**config.mk**
```make
export PLATFORM = sky130hd
export DESIGN_NAME = frame_fifo
export DESIGN_NICKNAME = d
export VERILOG_FILES = /design/src/eth_loop_pkg.sv /design/src/frame_fifo.sv
export SDC_FILE = /design/constraint.sdc
export NUM_CORES = 2
export LEC_CHECK = 0
export BUFFER_PORTS_ARGS = -buffer_cell sky130_fd_sc_hd__buf_2
export CORE_MARGIN = 3
export CORE_UTILIZATION = 30
export DETAILED_ROUTE_END_ITERATION = 7
export PLACE_DENSITY_LB_ADDON = 0.25
export SYNTH_ARGS = -nofsm -noshare
export SYNTH_HDL_FRONTEND = slang
export SYNTH_MEMORY_MAX_BITS = 65536
export SYNTH_SLANG_ARGS = --single-unit
export TNS_END_PERCENT = 1
```
**constraint.sdc**
```tcl
create_clock -name clk_125mhz -period 5.9 [get_ports clk_125mhz]
set_input_delay 1.18 -clock clk_125mhz [delete_from_list [all_inputs] [get_ports clk_125mhz]]
set_output_delay 1.18 -clock clk_125mhz [all_outputs]
set_load 0.01 [all_outputs]
```
**src/eth_loop_pkg.sv**
```systemverilog
// Stream word types, frame counter type and frame FIFO write state enum
`default_nettype none

package eth_loop_pkg;

    // MAC stream width at 64 bits per beat
    localparam int STREAM_DATA_W = 64;

    // One byte enable per data byte
    localparam int STREAM_KEEP_W = STREAM_DATA_W / 8;

    // Frame statistics width
    localparam int FRAME_CNT_W = 32;

    // Data word of one stream beat
    typedef logic [STREAM_DATA_W-1:0] stream_data_t;

    // Byte enables of one stream beat
    typedef logic [STREAM_KEEP_W-1:0] stream_keep_t;

    // Good or dropped frame count
    typedef logic [FRAME_CNT_W-1:0] frame_cnt_t;

    // Write side of the frame FIFO
    // idle waits for the first beat of a frame
    // store holds a frame that is being written
    // discard skips the tail of a frame that is already dropped
    typedef enum logic [1:0] {
        idle,
        store,
        discard
    } fifo_state_t;

endpackage

`default_nettype wire

```
**src/frame_fifo.sv**
```systemverilog
// Synchronous frame FIFO with commit or rollback at frame end and drop of bad, long or full frames
`default_nettype none

module frame_fifo
    import eth_loop_pkg::*;
#(
    parameter int FIFO_DEPTH      = 64,
    parameter int MAX_FRAME_BEATS = 24
)
(
    input  wire logic         clk_125mhz,
    input  wire logic         reset,

    // Receive stream from the MAC, no back-pressure
    input  wire stream_data_t rx_data,
    input  wire stream_keep_t rx_keep,
    input  wire logic         rx_valid,
    input  wire logic         rx_last,
    input  wire logic         rx_user,

    // Transmit stream
    output wire stream_data_t tx_data,
    output wire stream_keep_t tx_keep,
    output wire logic         tx_valid,
    output wire logic         tx_last,
    input  wire logic         tx_ready,

    // Frame end status pulses
    output logic              frame_good,
    output logic              frame_drop
);

    localparam int ADDR_W = $clog2(FIFO_DEPTH);
    // Extra bit tells a full FIFO from an empty one
    localparam int PTR_W  = ADDR_W + 1;
    // Enough to count one beat past the limit
    localparam int BEAT_W = $clog2(MAX_FRAME_BEATS + 2);

    // Storage for data, keep and last of each word
    stream_data_t mem_data [FIFO_DEPTH];
    stream_keep_t mem_keep [FIFO_DEPTH];
    logic         mem_last [FIFO_DEPTH];

    // Write, commit and read pointers
    logic [PTR_W-1:0]  wr_ptr;
    logic [PTR_W-1:0]  commit_ptr;
    logic [PTR_W-1:0]  rd_ptr;

    // Write side state
    fifo_state_t       state;
    logic [BEAT_W-1:0] beat_cnt;

    logic [PTR_W-1:0]  used_words;
    logic [BEAT_W-1:0] frame_beats;
    logic              fifo_full;
    logic              too_long;
    logic              mem_we;
    logic              tx_xfer;

    // Partial frame words count as used
    assign used_words = wr_ptr - rd_ptr;
    assign fifo_full  = used_words == PTR_W'(FIFO_DEPTH);

    // Length of the current frame including the beat on the bus
    assign frame_beats = (state == store) ? beat_cnt + 1'b1 : BEAT_W'(1);
    assign too_long    = frame_beats > BEAT_W'(MAX_FRAME_BEATS);

    assign mem_we = rx_valid && (state != discard) && !fifo_full && !too_long;

    always_ff @(posedge clk_125mhz) begin
        if (mem_we) begin
            mem_data[wr_ptr[ADDR_W-1:0]] <= rx_data;
            mem_keep[wr_ptr[ADDR_W-1:0]] <= rx_keep;
            mem_last[wr_ptr[ADDR_W-1:0]] <= rx_last;
        end
    end

    // Write side FSM with commit and rollback
    always_ff @(posedge clk_125mhz) begin
        if (reset) begin
            state      <= idle;
            wr_ptr     <= '0;
            commit_ptr <= '0;
            beat_cnt   <= '0;
            frame_good <= 1'b0;
            frame_drop <= 1'b0;
        end else begin
            frame_good <= 1'b0;
            frame_drop <= 1'b0;

            if (rx_valid) begin
                case (state)
                    idle, store: begin
                        if (mem_we) begin
                            if (rx_last) begin
                                state    <= idle;
                                beat_cnt <= '0;
                                if (rx_user) begin
                                    // Bad frame, forget everything since the last commit
                                    wr_ptr     <= commit_ptr;
                                    frame_drop <= 1'b1;
                                end else begin
                                    wr_ptr     <= wr_ptr + 1'b1;
                                    commit_ptr <= wr_ptr + 1'b1;
                                    frame_good <= 1'b1;
                                end
                            end else begin
                                state    <= store;
                                wr_ptr   <= wr_ptr + 1'b1;
                                beat_cnt <= frame_beats;
                            end
                        end else begin
                            // Oversize or no room left
                            wr_ptr   <= commit_ptr;
                            beat_cnt <= '0;
                            if (rx_last) begin
                                state      <= idle;
                                frame_drop <= 1'b1;
                            end else begin
                                state <= discard;
                            end
                        end
                    end

                    discard: begin
                        // Skip the rest of the frame
                        if (rx_last) begin
                            state      <= idle;
                            frame_drop <= 1'b1;
                        end
                    end

                    default: begin
                        state    <= idle;
                        wr_ptr   <= commit_ptr;
                        beat_cnt <= '0;
                    end
                endcase
            end
        end
    end

    // Read side only sees committed words
    assign tx_valid = rd_ptr != commit_ptr;
    assign tx_data  = mem_data[rd_ptr[ADDR_W-1:0]];
    assign tx_keep  = mem_keep[rd_ptr[ADDR_W-1:0]];
    assign tx_last  = mem_last[rd_ptr[ADDR_W-1:0]];

    assign tx_xfer = tx_valid && tx_ready;

    // Word under rd_ptr is never rewritten while it waits
    always_ff @(posedge clk_125mhz) begin
        if (reset) begin
            rd_ptr <= '0;
        end else if (tx_xfer) begin
            rd_ptr <= rd_ptr + 1'b1;
        end
    end

endmodule

`default_nettype wire

```
# Yosys cells after proc, flatten, opt, wreduce, memory -nomap -nowiden
# Memory sizes are Yosys's and may differ from the RTL's. A register that Yosys moved wholly into a read port is not among the register bits.
# Index checks and enable logic that the tools add are counted.
# Widths: inputs -> output; s select.
# word_totals
register_bits	30
latch_bits	0
mem_bits_rw	4672
rom_bits	0
input_bits	78
out_inout_bits	76
word_cells	66
mem_count	3
# classes
addsub	4
multipliers	0
n_div	0
order_cmp	1
n_eq_ne	6
shifts	0
muxes	27
bitwise_logic	5
reduce_logical	13
# mem_list
name	depth	word_bits	read_ports	rd_clocked_by_memory_dff	write_ports	line_no	text
mem_data	64	64	1	1	1	frame_fifo.sv:40	stream_data_t mem_data [FIFO_DEPTH];
mem_keep	64	8	1	1	1	frame_fifo.sv:41	stream_keep_t mem_keep [FIFO_DEPTH];
mem_last	64	1	1	1	1	frame_fifo.sv:42	logic mem_last [FIFO_DEPTH];
# op_table
operator	n
$mux 6	6
$mux 7	3
$mux 5	3
$add 7x1->7 const B	2
$pmux 7 s2	1
$pmux 5 s2	1
$mux 1	8
$eq 7x7->1 const B	1
$ne 7x7->1	1
$sub 7x7->7	1
$mux 2	3
$add 5x1->5 const B	1
$gt 5x5->1 const B	1
$not 1->1	5
$reduce_or 5->1	1
$logic_and 1x1->1	4
$ne 2x2->1 const B	2
$pmux 2 s2	1
$reduce_and 2->1	2
$reduce_and 4->1	1
$reduce_or 2->1	2
$eq 2x1->1 const B	1
$eq 2x2->1 const B	1
$logic_not 1->1	2
2 further kinds	2

# Longest topological paths before layout
# depth
depth_word	7
mapped_depth	11

# Worst setup path before layout
# OpenSTA, ideal clock, no wires.
# synth_path
path_type	flip-flop to flip-flop
from	reg wr_ptr[0]
to	mem mem_data[48][0] (netlist bit) (enable)
arrival_ns	5.194
required_ns	5.395
setup_slack_ns	0.201
path_stages_with_launch	11
period_less_slack_ns	5.699
path_cell_list	dfxtp_1 clkbuf_1 clkinv_1 ha_1 nor2b_1 o21ai_0 and4_1 o211ai_1 clkbuf_1 nand4b_1 nor2_1
# synth_between
elab_chain_cells	7
# synth_lines
element	line_no	text
start, declared	frame_fifo.sv:45	logic [PTR_W-1:0] wr_ptr;
start signal, assigned	frame_fifo.sv:100	wr_ptr <= commit_ptr;
start signal, assigned	frame_fifo.sv:103	wr_ptr <= wr_ptr + 1'b1;
start signal, assigned	frame_fifo.sv:109	wr_ptr <= wr_ptr + 1'b1;
$sub 7x7->7	frame_fifo.sv:61	assign used_words = wr_ptr - rd_ptr;
$eq 7x7->1	frame_fifo.sv:62	assign fifo_full = used_words == PTR_W'(FIFO_DEPTH);
$logic_not 1->1	frame_fifo.sv:68	assign mem_we = rx_valid && (state != discard) && !fifo_full && !too_long;
$logic_and 1x1->1 (2 in a row)	frame_fifo.sv:68	
$mux 1	frame_fifo.sv:71	if (mem_we) begin
$mux 1 (not written as such)	frame_fifo.sv:72	mem_data[wr_ptr[ADDR_W-1:0]] <= rx_data;
end, declared	frame_fifo.sv:40	
# Parallel ways exist; a longest one is shown, timed or not.

==> flow_summary_export.csv <==
group,metric,value,unit
status,status,"completed",
floorplanning,coreArea,591000,sq um
logic_synthesis,synth_compound_area_share,0.847,%
sta,relSlewSlack,11.4,%
sta,rsz0062_at_grt,"no",
global_routing,grt_pass1_wl,759000,um
placement,io_buffers,153,
final_layout,multi_input_area,36300,sq um
logic_synthesis,synth_enable_flop_cells,4672,
logic_synthesis,yosysUniqueCellTypes,52,
sta,max_slew.worst_pin.slew,1.33,ns
sta,max_freq,177,MHz
final_layout,nNetsFinal,7720,
floorplanning,ios,154,
worst_setup_path,slowest_delay,0.74,ns
worst_setup_path,cp_cell_sequence,"buf_12 > buf_12 > buf_4 > mux4_2 > mux4_2 > a22oi_1 > nand2_1 > buf_2",
power_and_ir_drop,ir_drop,288,uV
clock_network,cts_buffer_depth,4,
logic_synthesis,syn_nets,7127,
final_layout,layout_common_cells,"4672 x edfxtp_1, 1460 x mux4_2, 485 x clkbuf_16, 191 x buf_4, 153 x buf_2",
clock_network,cts_buffers,479,
hold_path,hold_class,"flip-flop to flip-flop",
floorplanning,die_h,777,um
sta,finalSetupViolCount,0,
drt,routed_wl,561000,um
worst_setup_path,cp-end-kind,"primary output",
drt,wl_per_cell,35.4,um
logic_synthesis,synth_seq_cells,4708,
worst_setup_path,cp_data_required_time,4.72,ns
sta,fin_setup_tns,0,ns
clock_network,numClockSinks,4708,
worst_setup_path,r2r_slack,1.39,ns
sta,fin_crit_sh,95.8,%
global_routing,grt_max_degree,86,
final_layout,nFillCells,54000,
final_layout,regArea,141000,sq um
clock_network,cts.htree.levels,5,
logic_synthesis,synth_top_family_by_area,"multiplexers",
drt,drtPass1Iterations,5,
logic_synthesis,synth_adder_area_share,0.0631,%
worst_setup_path,crit_type,"flip-flop to primary output",
worst_setup_path,cp_slowest_cell,"dfxtp_4",
global_routing,grt.total_usage,18.2,%
global_routing,antenna_found_initial,64,
logic_synthesis,synth-async-reset-ratio,0,%
sta,final_hold_viol_count,0,
sta,finalMaxSlewViolations,0,
clock_network,clk_pin_slew,0.06,ns
worst_setup_path,cp_num_buf_inv,4,
drt,drc_errors,0,
clock_network,clk_latency,1.03,ns
clock_network,hold_buffers,0,
final_layout,final_common_cell,"edfxtp_1",
floorplanning,start_util,30.2,%
power_and_ir_drop,total_leakage_power,61.3,nW
logic_synthesis,synth_area,178000,sq um
flow_run,drv_cap,0,
sta,period_needed,5.65,ns
logic_synthesis,ys_warn_count,0,
worst_setup_path,cp_top_family,"buffers and inverters",
clock_network,root_buffer,"clkbuf_16",
drt,drtIter0Drc,10500,
drt,viasPerCell,5.37,
floorplanning,dieArea,604000,sq um
power_and_ir_drop,cellPowerDensity,380,nW/um^2
clock_network,cts_tree,"done",
logic_synthesis,synth_top_flop_cell,"edfxtp_1",
logic_synthesis,seq_area_frac_synth,79.0,%
global_routing,grt_pass1_vias,85700,
drt,ant_nets,0,
logic_synthesis,synthCells,7040,
logic_synthesis,synth_simple_gate_area_share,0.637,%
sta,finClkSkew,0.106,ns
final_layout,syn_to_final_growth,16.3,%
worst_setup_path,critPathMaxFanout,33,
worst_setup_path,worstPathArrival,4.47,ns
placement,place_congestion,0.722,
worst_setup_path,cp-start-kind,"flip-flop",
logic_synthesis,syn_avg_cell_area,25.3,sq um
placement,dpl.hpwl,265000,um
floorplanning,rows,282,
final_layout,final_layout_size_suffix_gt1_share,33.3,%
global_routing,overflow,0,
logic_synthesis,synth.area.mux_share,18.4,%
sta,worst_hold_slack,0.510,ns
floorplanning,die_width,777,um
drt,vias,85300,
logic_synthesis,synthXorXnorAreaFrac,0.0834,%
-- power by group --
part           switching, W  internal [W]
Clock                0.0130        0.0168
Sequential         0.000118        0.0371
Combinational       0.00580       0.00603
-- repair_timing --
item | 4_1_cts | 5_1_grt
buffers inserted | 0 | 10
setup endpoints to repair | 4 | 2
gates cloned | 0 | 0
resized for setup | 2 | 1
-- cell families after synthesis --
| group | count (synthesis) |
|---|---|
| adders and majority gates | 9 |
| xor gates and xnor gates | 17 |
| DFF | 4708 |
| muxes | 1463 |
| AOI/OAI and AO/OA | 202 |
| and+or+nand+nor | 254 |
| buffers and inverters | 387 |
-- worst reg2reg max path: cells and delay by family (launching register included) --
kind | cells | cell delay, ns
buffers and inverters | 3 | 1.06
adders and majority gates | 1 | 0.31
and+or+nand+nor | 4 | 1.39
DFF | 1 | 0.56
AOI/OAI and AO/OA | 2 | 0.73
-- layer usage --
metal / global-route usage (%) / share of wire, % / up-vias
met5: 0 / 0.020 / -
met4: 3.96 / 2.4 / 18
met3: 2.51 / 6.9 / 785
met2: 30.7 / 49 / 3691
met1: 25.2 / 41 / 48600
li1: - / - / 32200
-- cell type report --
type | count | share of cell area (%)
repair buffers | 487 | 2.43
clock buffers | 607 | 6.09
diodes | 14 | 0.0169
well taps | 7810 | 4.71
clock inverters | 280 | 1.26
multi-input cells | 1945 | 17.5
flip-flops and latches | 4708 | 68.0
inverters | 12 | 0.0217
-- per-stage QoR --
stage                     cells  util, %  setup slack (ns)  cell area (sq um)  power [W]
after CTS                 15800     35.1            0.0269             207000     0.0797
after detailed placement  15000     32.5              1.01             192000     0.0501
after global routing      15900     35.1            0.0637             207000     0.0817
final                     15900     35.1             0.248             208000     0.0788
after floorplan            7040        -             0.201             178000     0.0462
after global placement    15000     32.5             0.911             192000     0.0499
-- state kept, by name, indices dropped and copies added, names as in the netlist, named ones only --
| register | flops |
|---|---|
| beat_cnt | 5 |
| commit_ptr | 7 |
| frame_drop | 1 |
| frame_good | 1 |
| mem_data | 4096 |
| mem_keep | 512 |
| mem_last | 64 |
| rd_ptr | 7 |
| state | 2 |
| wr_ptr | 7 |
-- cell usage after synthesis (6+ instances only) --
library cell	number	area [sq um]
clkbuf_1	209	785
ha_1	9	113
nand4_1	8	50.1
a22oi_1	146	1100
inv_1	10	37.5
buf_1	44	165
a21oi_1	9	45.0
nand2_1	96	360
nor2_1	91	342
edfxtp_1	4672	140000
o211ai_1	13	97.6
a41oi_1	7	61.3
xor2_1	6	52.6
buf_2	117	586
a31oi_1	6	37.5
xnor2_1	11	96.3
dfxtp_1	36	721
nand3_1	8	40.0
nor3_1	6	30.0
mux4_2	1460	32900
and2_1	6	37.5
nor2b_1	10	62.6
-- path summary, 6_finish.rpt --
check | startpoint | end | depth (start not counted)
setup reg to reg | wr_ptr[0] | mem_data[60][49] | 10
hold / removal | state[0] | state[0] | 2
hold reg to reg | state[0] | state[0] | 2
setup / recovery | flip-flop | tx_keep[1] | 8
Note: power is estimated with default switching activity, not from simulation.
