[src/eth_loop_pkg.sv]
// Stream word types, frame counter type and frame FIFO write state enum
`default_nettype none

package eth_loop_pkg;

    // MAC stream width at 64 bits per beat
    localparam int STREAM_DATA_W = 64;

    // One byte enable per data byte
    localparam int STREAM_KEEP_W = STREAM_DATA_W / 8;

    // Frame statistics width
    localparam int FRAME_CNT_W = 32;

    // Data word of one stream beat
    typedef logic [STREAM_DATA_W-1:0] stream_data_t;

    // Byte enables of one stream beat
    typedef logic [STREAM_KEEP_W-1:0] stream_keep_t;

    // Good or dropped frame count
    typedef logic [FRAME_CNT_W-1:0] frame_cnt_t;

    // Write side of the frame FIFO
    // idle waits for the first beat of a frame
    // store holds a frame that is being written
    // discard skips the tail of a frame that is already dropped
    typedef enum logic [1:0] {
        idle,
        store,
        discard
    } fifo_state_t;

endpackage

`default_nettype wire

[src/loop_status.sv]
// Per-channel good and drop frame counters with link and drop LED drivers
`default_nettype none

module loop_status
    import eth_loop_pkg::*;
#(
    parameter int CH_COUNT = 2,
    parameter int LED_HOLD = 16
)
(
    input  wire logic                  clk_125mhz,
    input  wire logic                  reset,

    // Frame end pulses from the FIFOs
    input  wire logic [CH_COUNT-1:0]   frame_good,
    input  wire logic [CH_COUNT-1:0]   frame_drop,

    // Link status per channel
    input  wire logic [CH_COUNT-1:0]   rx_status,

    // Statistics
    output frame_cnt_t [CH_COUNT-1:0]  good_count,
    output frame_cnt_t [CH_COUNT-1:0]  drop_count,

    // Board LEDs
    output logic [CH_COUNT-1:0]        led_green,
    output logic [CH_COUNT-1:0]        led_orange
);

    localparam int HOLD_W = $clog2(LED_HOLD + 1);

    // Orange stretch timers
    logic [HOLD_W-1:0] hold_cnt [CH_COUNT];

    // Frame counters stop at all ones
    always_ff @(posedge clk_125mhz) begin
        if (reset) begin
            good_count <= '0;
            drop_count <= '0;
        end else begin
            for (int i = 0; i < CH_COUNT; i++) begin
                if (frame_good[i] && good_count[i] != '1) begin
                    good_count[i] <= good_count[i] + 1'b1;
                end
                if (frame_drop[i] && drop_count[i] != '1) begin
                    drop_count[i] <= drop_count[i] + 1'b1;
                end
            end
        end
    end

    // Each drop restarts the stretch
    always_ff @(posedge clk_125mhz) begin
        if (reset) begin
            for (int i = 0; i < CH_COUNT; i++) begin
                hold_cnt[i] <= '0;
            end
        end else begin
            for (int i = 0; i < CH_COUNT; i++) begin
                if (frame_drop[i]) begin
                    hold_cnt[i] <= HOLD_W'(LED_HOLD);
                end else if (hold_cnt[i] != '0) begin
                    hold_cnt[i] <= hold_cnt[i] - 1'b1;
                end
            end
        end
    end

    always_comb begin
        for (int i = 0; i < CH_COUNT; i++) begin
            led_orange[i] = hold_cnt[i] != '0;
        end
    end

    // Link LED one register behind rx_status
    always_ff @(posedge clk_125mhz) begin
        if (reset) begin
            led_green <= '0;
        end else begin
            led_green <= rx_status;
        end
    end

endmodule

`default_nettype wire

[config.mk]
export PLATFORM = sky130hd
export DESIGN_NAME = loop_status
export DESIGN_NICKNAME = d
export VERILOG_FILES = /design/src/eth_loop_pkg.sv /design/src/loop_status.sv
export SDC_FILE = /design/constraint.sdc
export NUM_CORES = 1
export LEC_CHECK = 0
export BUFFER_PORTS_ARGS = -buffer_cell sky130_fd_sc_hd__buf_2
export CAP_MARGIN = 20
export CORE_MARGIN = 2
export CORE_UTILIZATION = 55
export DETAILED_ROUTE_END_ITERATION = 10
export GPL_ROUTABILITY_DRIVEN = 1
export MAX_ROUTING_LAYER = met4
export PLACE_DENSITY = 0.79
export SKIP_CTS_REPAIR_TIMING = 1
export SYNTH_ARGS = -nofsm -noshare
export SYNTH_HDL_FRONTEND = slang
export SYNTH_SLANG_ARGS = --single-unit
export TNS_END_PERCENT = 50
[constraint.sdc]
create_clock -name clk_125mhz -period 2.6 [get_ports clk_125mhz]
set_clock_uncertainty 0.05 [all_clocks]
set_input_delay 0.13 -clock clk_125mhz [delete_from_list [all_inputs] [get_ports clk_125mhz]]
set_output_delay 0.13 -clock clk_125mhz [all_outputs]
set_load 0.03 [all_outputs]
-- Yosys cells after proc, flatten, opt, wreduce, memory -nomap -nowiden
Memories as Yosys holds them, arrays and structs flattened.
Cells that the tools add are included.
- add/sub/neg operators: 6
- bitwise gates (word level): 4
- eq/ne operators: 4
- muxes and demuxes: 20
- reduce and logical (&&, ||, !) cells: 6
- operators with widths (kind ; number):
    32-bit by 1-bit adder with 32-bit output (second input constant) ; 4
    32-bit inequality test (second input constant) ; 4
    5-bit two-way mux ; 4
    1-bit two-way mux ; 16
    5-bit nonzero test ; 2
    5-bit by 1-bit subtractor with 5-bit output (second input constant) ; 2
    1-bit logical AND ; 4
    1-bit OR ; 4
- register bits after elaboration: 130
- bits of input ports: 8
- word-level logic and storage cells: 46
- output and inout bits: 132
- memories: 1
- memory bits (writable): 10
- memories (name ; depth ; bits a word ; rd ports ; clocked after memory_dff ; wr ports ; RTL line ; RTL):
    hold_cnt ; 2 ; 5 ; 2 ; 0 ; 2 ; loop_status.sv:33 ; logic [HOLD_W-1:0] hold_cnt [CH_COUNT];

-- Depth between registers and ports, before layout
Gate-level depths: netlist of run 1.
- depth after elaboration: 6
- mapped depth: 9
- mapped depth without buffers: 6

-- Worst setup path before layout of run 1
OpenSTA, ideal clock, no wires.
- path type: flip-flop to flip-flop
- start: reg drop_count[32] (netlist bit)
- end: reg drop_count[39] (netlist bit)
- setup time: 0.123 ns
- stages on the path, launching flop included: 9
- slack: 0.035 ns
- arrival time: 2.391 ns
- required time: 2.427 ns
- cells stage by stage: dfxtp_1 ha_1 nand4_2 or4_1 buf_4 nor4_4 buf_6 nor4_1 mux2_1
- cells in the longest elaborated chain, start to end: 2
- elaborated cells on any way between the ends: 3
- classes of those cells: add/sub: 1; eq/ne: 1; reduce/logical: 1
- RTL lines (item ; RTL line ; RTL):
    from (decl) ; loop_status.sv:23 ; output frame_cnt_t [CH_COUNT-1:0] drop_count,
    from (signal, indexed assignment) ; loop_status.sv:46 ; drop_count[i] <= drop_count[i] + 1'b1;
    parallel branches: the longest is 2 deep, another holds 32-bit by 1-bit adder with 32-bit output ; - ;
Several ways; the timed one is not identified.
A chain may end at the register's enable or synchronous reset.

-- Worst setup path after layout of run 1
- start: reg drop_count[32] (netlist bit)
- end: reg drop_count[60] (netlist bit)
Same word-level chain as after synthesis.

==> results of run 1 <==
-- worst max path at each step --
stage	from	to	slack, ns	cells past startpoint
after floorplan	drop_count[32]$_SDFFE_PP0P_	drop_count[39]$_SDFFE_PP0P_	0.04	8
after global placement	drop_count[32]$_SDFFE_PP0P_	drop_count[60]$_SDFFE_PP0P_	0.24	7
after detailed placement	drop_count[32]$_SDFFE_PP0P_	drop_count[33]$_SDFFE_PP0P_	0.19	8
after CTS	drop_count[32]$_SDFFE_PP0P_	drop_count[60]$_SDFFE_PP0P_	0.17	7
after global routing	drop_count[32]$_SDFFE_PP0P_	drop_count[33]$_SDFFE_PP0P_	0.007	8
final	drop_count[32]$_SDFFE_PP0P_	drop_count[60]$_SDFFE_PP0P_	0.16	7
-- area by class of cell --
| type | count | area [um2] | area share, % |
|---|---|---|---|
| well taps | 172 | 215 | 2.45 |
| inverters | 24 | 90.1 | 1.03 |
| flip-flops and latches | 140 | 2900 | 33.1 |
| repair buffers | 174 | 968 | 11.0 |
| clock buffers | 24 | 482 | 5.49 |
| clock inverters | 8 | 90.1 | 1.03 |
| multi-input cells | 635 | 4030 | 45.9 |
-- logic make-up (layout without fill, tap and decap cells) --
group	count (synthesis)	after routing
buffers and inverters	66	230
adder cells (fa/ha/maj)	6	6
AND/OR/NAND/NOR	386	386
XOR/XNOR	49	49
AO/OA/AOI/OAI	180	180
multiplexers	14	14
flip-flops	140	140
-- layout by cell type (no fill, tap or decap), drive strengths merged, types with 5 or more instances in the layout --
master	synthesis	routed
a21oi	70	70
inv	24	24
nor2	86	86
edfxtp	10	10
a31o	5	5
buf	14	171
ha	6	6
o31ai	24	24
nor3	14	14
and4	27	27
and2	8	8
nand2	55	55
nor2b	9	9
a211oi	16	16
nand4	41	41
a2111oi	9	9
clkbuf	28	24
nor4	19	19
or3	33	33
and3	13	13
dfxtp	130	130
or4	29	29
o21ai	37	37
nand3	41	41
clkinv	0	6
xnor2	44	44
xor2	5	5
mux2	9	9
mux2i	5	5
-- routing by layer --
layer | track usage, % | share of wire (%)
met4 | 7.22 | 1.1
met3 | 5.89 | 5.5
met1 | 32.6 | 45
met5 | - | 0
met2 | 40.9 | 48
-- registers in the layout, summed over array words and instances, names as in the netlist --
| name | cells |
|---|---|
| drop_count | 64 |
| good_count | 64 |
| hold_cnt | 10 |
| led_green | 2 |
-- cell usage after synthesis (2+ instances only) --
library cell,instances,area share (%)
dfxtp_1,130,36
nor2_1,86,4.5
a21oi_1,70,4.9
nand2_1,55,2.9
xnor2_1,44,5.3
nand3_1,41,2.8
nand4_1,38,3.3
o21ai_0,37,2.6
or3_1,33,2.9
clkbuf_1,28,1.5
and4_1,27,3.3
or4_1,27,2.8
inv_1,24,1.2
o31ai_1,24,2.5
nor4_1,16,1.4
a211oi_1,15,1.6
and3_1,13,1.1
nor3_1,13,0.90
edfxtp_1,10,4.2
nor2b_1,9,0.78
and2_1,8,0.69
buf_2,8,0.55
ha_1,6,1.0
mux2_2,6,0.94
a2111oi_2,5,1.0
a31o_2,5,0.61
mux2i_1,5,0.69
xor2_1,5,0.61
a2111oi_0,4,0.49
a31oi_1,4,0.35
buf_6,3,0.47
mux2_1,3,0.47
nand2b_1,3,0.26
or2_2,3,0.26
a211o_1,2,0.24
buf_1,2,0.10
nand4_2,2,0.35
nor4_4,2,0.59
o31a_1,2,0.24
o41ai_1,2,0.24
or4_4,2,0.31
-- critical path, stage by stage, from the launching register on --
cell     delay (ns)
dfxtp_1        0.33
ha_1           0.21
nand4_2        0.17
or4_1          0.64
buf_4          0.22
nor4_2         0.31
nand3_1        0.12
mux2_2         0.28
-- power by group --
| group | switching, mW | internal [mW] | leakage (nW) |
|---|---|---|---|
| logic | 0.332 | 0.190 | 1.88 |
| registers | 0.0580 | 2.28 | 1.16 |
| clock network | 0.873 | 1.48 | 0.288 |
==> flow_metrics.env, run 1 <==
export IMPL_ir_worst_vdd_uv=424
export IMPL_synth_compound_area_share_pct=16.3
export IMPL_final_fill_count=1102
export IMPL_core_um2=12700
export IMPL_netlist_instances=841
export IMPL_worstHoldStart="frame_good[0]"
export IMPL_place_inst=1141
export IMPL_io_pins=140
export IMPL_cellLeakagePower_nw=3.34
export IMPL_die_h_um=119
export IMPL_synth_ff_type="dfxtp_1"
export IMPL_dp_final_hpwl_mm=12.1
export IMPL_fmax_mhz=409
export IMPL_r2r_slack_ns=0.16
export IMPL_drv_slew=0
export IMPL_dieArea_um2=14100
export IMPL_crit_path_start_kind="flop"
export IMPL_clock_latency_ns=0.42
export IMPL_start_util_pct=56.7
export IMPL_grt_pass1_vias=6166
export IMPL_netlist_area_um2=7220
export IMPL_relSlewSlack_pct=58.2
export IMPL_io_buffers=139
export IMPL_synth_xor_area_share_pct=5.95
export IMPL_placementRows=41
export IMPL_antenna_found_initial=0
export IMPL_num_nets_final=1006
export IMPL_critPathMaxFanout=7
export IMPL_clk_path_buf_depth=2
export IMPL_final_util_pct=69.0
export IMPL_r2r_start="drop_count[32]$_SDFFE_PP0P_"
export IMPL_yosys_area_share_adder_pct=1.04
export IMPL_postRouteAntennaNets=0
export IMPL_grt_pass1_wl_mm=29.4
export IMPL_final_hold_violation_count=0
export IMPL_fin_crit_sh_pct=94.0
export IMPL_synth_edf_count=10
export IMPL_r2r_end="drop_count[60]$_SDFFE_PP0P_"
export IMPL_yosysUniqueCellTypes=60
export IMPL_drive_gt1_share_pct=23.2
export IMPL_dr_pass1_iters=4
export IMPL_setup_violations=0
export IMPL_hold_slack_ns=0.0319
export IMPL_outcome="complete, no violations"
export IMPL_min_path_type="input pin to flop"
export IMPL_clkSinkCount=140
export IMPL_holdPathStages=3
export IMPL_synthMuxAreaShare_pct=2.10
export IMPL_stdcell_area_um2=8780
export IMPL_worst_pin_slew_ns=0.628
export IMPL_postRouteWirelength_mm=17.4
export IMPL_critPathCaptureType="flop"
export IMPL_vias=6933
export IMPL_placed_cell_area_um2=8170
export IMPL_grt_usage_pct=25.6
export IMPL_dr_first_iter_drc_count=446
export IMPL_cts_buffers=17
export IMPL_wl_per_cell_um=14.8
export IMPL_cts_tree="done"
export IMPL_ys_seq_area_share_pct=40.2
export IMPL_async_flop_share_pct=0
export IMPL_arrival_ns=2.70
export IMPL_worstHoldEndpoint="good_count[2]$_SDFFE_PP0P_"
export IMPL_worstPathRequired_ns=2.86
export IMPL_worst_r2r_path_depth=7
export IMPL_setup_tns_ns=0
export IMPL_finalNonFillerCells=1177
export IMPL_clk_pin_slew_ns=0.06
export IMPL_crit_type="flop to flop"
export IMPL_place_ws_ns=0.185
export IMPL_vias_per_cell=5.89
export IMPL_syn_avg_cell_area_um2=8.58
export IMPL_drc=0
export IMPL_setup_slack_ns=0.157
export IMPL_synth_nets=855
export IMPL_power_total_mw=5.21
export IMPL_gp_congestion=0.848
export IMPL_clock_root_buffer="clkbuf_16"
export IMPL_yosys_warnings=0
export IMPL_rsz0062_at_grt="false"
export IMPL_finalCriticalPeriod_ns=2.44
export IMPL_area_growth_synth_to_final_pct=21.6
export IMPL_die_x_um=119
export IMPL_grt_max_degree=61
export IMPL_diodes=0
export IMPL_synth_top_family_by_area="simple AND/OR/NAND/NOR gates"
export IMPL_maxCapViolCount=0
export IMPL_htree_levels=4
export IMPL_powerDensity_nw_per_um2=593
export IMPL_grt_ovfl_total=0
export IMPL_ys_seq_elements=140
export IMPL_synth_simple_area_share_pct=30.4
(Power assumes the default switching activity.)
==> run 2, diff against run 1 <==
- CORE_UTILIZATION: 55 -> 56
- PLACE_DENSITY: 0.79 -> 0.81
- RECOVER_POWER: not set -> 100
==> run 2 against run 1 <==
Compared with the run above: the flow now finishes with violations (capacitance limit, slew limit); fmax barely moved; clock-buffer cell count fell by 2; critical path depth rose by 1; combinational power fell by 3%; sequential cell count did not move; critical endpoint is now drop_count[33]$_SDFFE_PP0P_; first-iteration DRC count rose by 23%; highest routed layer unchanged; total power rose by 0.26%; sequential share of layout area rose by 1.1 points; largest cell class unchanged.
==> flow_metrics.env, run 2 (synthesis gave the netlist of run 1 again) <==
export IMPL_ir_worst_vdd_uv=435
export IMPL_final_cell_mix="clkbuf_1, dfxtp_1, nor2_1"
export IMPL_dr_wl_met2_mm=8.54
export IMPL_stdcell_area_um2=8490
export IMPL_clk_pin_slew_ns=0.06
export IMPL_start_util_pct=57.2
export IMPL_clkSinkCount=140
export IMPL_cts_tree="done"
export IMPL_die_x_um=118
export IMPL_htree_levels=4
export IMPL_io_buffers=139
export IMPL_vias=6946
export IMPL_critPathCaptureType="flop"
export IMPL_grt_ovfl_total=0
export IMPL_vias_per_cell=5.93
export IMPL_powerDensity_nw_per_um2=615
export IMPL_setup_tns_ns=0
export IMPL_top_regs="drop_count x64, good_count x64, hold_cnt x10"
export IMPL_area_growth_synth_to_final_pct=17.6
export IMPL_failed_checks="capacitance limit, slew limit"
export IMPL_finalCriticalPeriod_ns=2.44
export IMPL_dr_max_layer_used="met4"
export IMPL_dieArea_um2=13800
export IMPL_drc=0
export IMPL_postRouteWirelength_mm=17.3
export IMPL_maxCapViolCount=1
export IMPL_dr_wl_met3_um=754
export IMPL_antenna_found_initial=0
export IMPL_final_hold_violation_count=0
export IMPL_cts_buffers=17
export IMPL_core_um2=12600
export IMPL_crit_type="flop to flop"
export IMPL_drive_gt1_share_pct=7.80
export IMPL_wl_per_cell_um=14.8
export IMPL_worst_pin_slew_ns=1.94
export IMPL_met1_length_mm=7.79
export IMPL_crit_path_start_kind="flop"
export IMPL_diodes=0
export IMPL_grt_pass1_vias=6244
export IMPL_postRouteAntennaNets=0
export IMPL_relSlewSlack_pct=-29.5
export IMPL_hold_slack_ns=0.0241
export IMPL_r2r_slack_ns=0.16
export IMPL_holdPathStages=3
export IMPL_final_common_cell="clkbuf_1"
export IMPL_num_nets_final=1001
export IMPL_gp_congestion=0.836
export IMPL_dr_first_iter_drc_count=547
export IMPL_outcome="complete, but fails checks"
export IMPL_worstPathRequired_ns=2.86
export IMPL_arrival_ns=2.70
export IMPL_dr_pass1_iters=5
export IMPL_fmax_mhz=410
export IMPL_rsz0062_at_grt="false"
export IMPL_placed_cell_area_um2=8150
export IMPL_drv_slew=55
export IMPL_worstHoldStart="frame_good[0]"
export IMPL_setup_violations=0
export IMPL_worst_r2r_path_depth=8
export IMPL_dp_final_hpwl_mm=11.8
export IMPL_placementRows=41
export IMPL_grt_usage_pct=25.8
export IMPL_grt_max_degree=55
export IMPL_grt_pass1_wl_mm=29.2
export IMPL_fin_crit_sh_pct=93.9
export IMPL_io_pins=140
export IMPL_clock_root_buffer="clkbuf_16"
export IMPL_min_path_type="input pin to flop"
export IMPL_critPathMaxFanout=9
export IMPL_r2r_end="drop_count[33]$_SDFFE_PP0P_"
export IMPL_clk_path_buf_depth=2
export IMPL_final_fill_count=1178
export IMPL_cellLeakagePower_nw=2.70
export IMPL_clock_latency_ns=0.42
export IMPL_die_h_um=118
export IMPL_worstHoldEndpoint="good_count[2]$_SDFFE_PP0P_"
export IMPL_r2r_start="drop_count[32]$_SDFFE_PP0P_"
-- run 2: cell types whose count changed in the layout (fill, tap and decap cells not counted), sizes merged --
| cell | before | now |
|---|---|---|
| buf | 171 | 25 |
| clkbuf | 24 | 162 |
| bufinv | 2 | 3 |
| clkinvlp | 0 | 1 |
| dlymetal6s2s | 0 | 1 |
-- run 2: final cells by class --
type,count,area [um2],share of cell area [%]
tap,172,215,2.53
clock buffer,22,444,5.23
inverter,24,90.1,1.06
sequential,140,2900,34.2
multi-input combinational,635,3970,46.8
clock inverter,10,123,1.44
timing repair buffer,169,746,8.78
-- run 2: metal layers --
layer / global-route usage (%) / vias to the layer above
met5: - / -
met4: 9.56 / 0
met3: 4.94 / 18
met2: 42.1 / 180
met1: 31.9 / 3305
li1: - / 3443
-- run 2: worst max path at each step --
stage | endpoint | slack [ns] | start
floorplan | drop_count[39]$_SDFFE_PP0P_ | 0.04 | drop_count[32]$_SDFFE_PP0P_
global placement | drop_count[60]$_SDFFE_PP0P_ | 0.28 | drop_count[32]$_SDFFE_PP0P_
detailed placement | drop_count[60]$_SDFFE_PP0P_ | 0.23 | drop_count[32]$_SDFFE_PP0P_
CTS | drop_count[60]$_SDFFE_PP0P_ | 0.21 | drop_count[32]$_SDFFE_PP0P_
global route | drop_count[63]$_SDFFE_PP0P_ | 0.02 | drop_count[33]$_SDFFE_PP0P_
finish | drop_count[33]$_SDFFE_PP0P_ | 0.16 | drop_count[32]$_SDFFE_PP0P_
-- run 2: critical path, stage by stage (launching register included) --
cell	delay, ns
dfxtp_1	0.34
ha_1	0.21
nand4_2	0.17
or4_1	0.62
buf_4	0.21
o41ai_4	0.23
clkbuf_2	0.25
mux2i_1	0.20
nor2_1	0.05
-- run 2: metrics by stage --
| stage | cells | total power, mW | setup slack, ns | utilization [%] |
|---|---|---|---|---|
| floorplan | 841 | 2.75 | 0.0352 | - |
| global placement | 1137 | 2.88 | 0.281 | 64.6 |
| detailed placement | 1137 | 2.90 | 0.228 | 64.6 |
| CTS | 1169 | 5.26 | 0.208 | 69.1 |
| global route | 1172 | 5.40 | 0.0208 | 67.3 |
| finish | 1172 | 5.22 | 0.159 | 67.3 |
-- run 2: report_power, final --
group | switching (mW) | leakage, nW | internal [mW]
Clock | 0.890 | 0.272 | 1.49
Combinational | 0.330 | 1.26 | 0.178
Sequential | 0.0575 | 1.16 | 2.27
Total | 1.28 | 2.70 | 3.94
==> run 3, diff against run 2 <==
- MAX_ROUTING_LAYER: met4 -> not set
==> run 3 against run 2 <==
Compared with the run above: the flow still finishes with violations (capacitance limit, slew limit); via count about the same; global-route usage decreased by 0.70 points; design area stayed put; final cell count did not move; fmax shrank 0.20%; wire length fell by 0.61%; non-clock buffer count stayed put; die area stayed put; sequential cell count is the same; combinational power barely moved; clock-buffer cell count is the same; highest routed layer unchanged.
==> flow_metrics.env, run 3 (synthesis gave the netlist of run 1 again) <==
export IMPL_r2r_slack_ns=0.15
export IMPL_io_buffers=139
export IMPL_worst_r2r_path_depth=8
export IMPL_crit_slowest_cell="or4_1"
export IMPL_cp_top_family="simple AND/OR/NAND/NOR gates"
export IMPL_antenna_found_initial=0
export IMPL_htree_levels=4
export IMPL_finalNonFillerCells=1172
export IMPL_p_comb_share_pct=9.7
export IMPL_path_cells="ha_1 -> nand4_2 -> or4_1 -> buf_4 -> o41ai_4 -> clkbuf_2 -> mux2i_1 -> nor2_1"
export IMPL_clk_pin_slew_ns=0.06
export IMPL_switching_share_pct=24.4
export IMPL_worstPathRequired_ns=2.85
export IMPL_drive_gt1_share_pct=7.80
export IMPL_drc=0
export IMPL_multi_input_area_um2=3970
export IMPL_maxCapViolCount=1
export IMPL_die_x_um=118
export IMPL_grt_ovfl_total=0
export IMPL_gp_congestion=0.824
export IMPL_outcome="complete, but fails checks"
export IMPL_grt_pass1_vias=6241
export IMPL_path_buf_inv=2
export IMPL_final_hold_violation_count=0
export IMPL_worstHoldEndpoint="good_count[2]$_SDFFE_PP0P_"
export IMPL_min_path_type="input pin to flop"
export IMPL_holdPathStages=3
export IMPL_final_cell_mix="clkbuf_1, dfxtp_1, nor2_1"
export IMPL_crit_type="flop to flop"
export IMPL_worst_pin_slew_ns=1.93
export IMPL_clock_root_buffer="clkbuf_16"
export IMPL_power_switching_mw=1.27
export IMPL_final_common_cell="clkbuf_1"
export IMPL_setup_violations=0
export IMPL_die_h_um=118
export IMPL_hold_slack_ns=0.0271
export IMPL_r2r_end="drop_count[33]$_SDFFE_PP0P_"
export IMPL_dr_first_iter_drc_count=566
export IMPL_finalCriticalPeriod_ns=2.45
export IMPL_worst_path_largest_cell_delay_ns=0.62
export IMPL_critPathMaxFanout=9
export IMPL_postRouteAntennaNets=0
export IMPL_fin_crit_sh_pct=94.1
export IMPL_dr_pass1_iters=5
export IMPL_dieArea_um2=13800
export IMPL_io_pins=140
export IMPL_pwr_share_clk_pct=45.6
export IMPL_r2r_start="drop_count[32]$_SDFFE_PP0P_"
export IMPL_diodes=0
export IMPL_clk_path_buf_depth=2
export IMPL_cellLeakagePower_nw=2.70
export IMPL_arrival_ns=2.70
export IMPL_dp_final_hpwl_mm=11.8
export IMPL_pwr_share_seq_pct=44.7
export IMPL_cellInternalPower_mw=3.94
export IMPL_crit_path_start_kind="flop"
export IMPL_fmax_mhz=409
export IMPL_core_um2=12600
export IMPL_final_fill_count=1178
export IMPL_start_util_pct=57.2
export IMPL_place_inst=1137
export IMPL_num_nets_final=1001
export IMPL_relSlewSlack_pct=-28.8
export IMPL_top_regs="drop_count x64, good_count x64, hold_cnt x10"
export IMPL_grt_usage_pct=25.1
export IMPL_powerDensity_nw_per_um2=614
export IMPL_area_growth_synth_to_final_pct=17.6
export IMPL_critPathCaptureType="flop"
export IMPL_seq_area_um2=2900
export IMPL_worstHoldStart="frame_good[0]"
export IMPL_placementRows=41
export IMPL_cts_tree="done"
export IMPL_wl_per_cell_um=14.7
export IMPL_grt_pass1_wl_mm=29.3
export IMPL_failed_checks="capacitance limit, slew limit"
export IMPL_clock_latency_ns=0.42
export IMPL_setup_tns_ns=0
export IMPL_vias_per_cell=5.92
export IMPL_drv_slew=55
export IMPL_vias=6941
export IMPL_grt_max_degree=55
export IMPL_rsz0062_at_grt="false"
export IMPL_ir_worst_vdd_uv=433
export IMPL_postRouteWirelength_mm=17.2
export IMPL_clkSinkCount=140
export IMPL_cts_buffers=17
-- run 3: routing by layer --
layer,global-route usage (%),up-vias,share of wire (%)
met1,32.0,3318,45
met3,5.38,18,4.2
li1,-,3443,-
met4,9.11,0,1.3
met2,42.0,162,49
met5,0,-,0
-- run 3: metrics by stage --
| stage | util, % | power (mW) | cell area [um2] | setup WS, ns |
|---|---|---|---|---|
| after floorplan | - | 2.75 | 7220 | 0.0352 |
| after global placement | 64.6 | 2.88 | 8150 | 0.281 |
| after detailed placement | 64.6 | 2.90 | 8150 | 0.228 |
| after CTS | 69.1 | 5.26 | 8720 | 0.208 |
| after global routing | 67.3 | 5.40 | 8490 | 0.0215 |
| final | 67.3 | 5.22 | 8490 | 0.154 |
-- run 3: how the worst max path moves through the flow --
stage | start | end | slack (ns) | depth (start not counted)
detailed placement | drop_count[32]$_SDFFE_PP0P_ | drop_count[60]$_SDFFE_PP0P_ | 0.23 | 7
floorplan | drop_count[32]$_SDFFE_PP0P_ | drop_count[39]$_SDFFE_PP0P_ | 0.04 | 8
CTS | drop_count[32]$_SDFFE_PP0P_ | drop_count[60]$_SDFFE_PP0P_ | 0.21 | 7
global route | drop_count[33]$_SDFFE_PP0P_ | drop_count[63]$_SDFFE_PP0P_ | 0.02 | 7
finish | drop_count[32]$_SDFFE_PP0P_ | drop_count[33]$_SDFFE_PP0P_ | 0.15 | 8
global placement | drop_count[32]$_SDFFE_PP0P_ | drop_count[60]$_SDFFE_PP0P_ | 0.28 | 7
-- run 3: power groups by stage --
stage | registers (mW) | logic, mW | clock network [mW]
after global placement | 2.37 | 0.503 | 0
after global routing | 2.34 | 0.572 | 2.48
after detailed placement | 2.38 | 0.519 | 0
after floorplan | 2.40 | 0.356 | 0
final | 2.33 | 0.508 | 2.38
after CTS | 2.33 | 0.523 | 2.40
-- run 3: worst reg2reg max path, cell delays in order, from the launching register on --
cell and delay [ns]:
dfxtp_1 0.33, ha_1 0.21, nand4_2 0.17, or4_1 0.62, buf_4 0.21, o41ai_4 0.23
clkbuf_2 0.25, mux2i_1 0.20, nor2_1 0.05
-- run 3: final cells by class --
cell class / count / share of cell area (%)
tap: 172 / 2.53
multi-input combinational: 635 / 46.8
clock buffer: 22 / 5.23
inverter: 24 / 1.06
clock inverter: 10 / 1.44
sequential: 140 / 34.2
timing repair buffer: 169 / 8.78
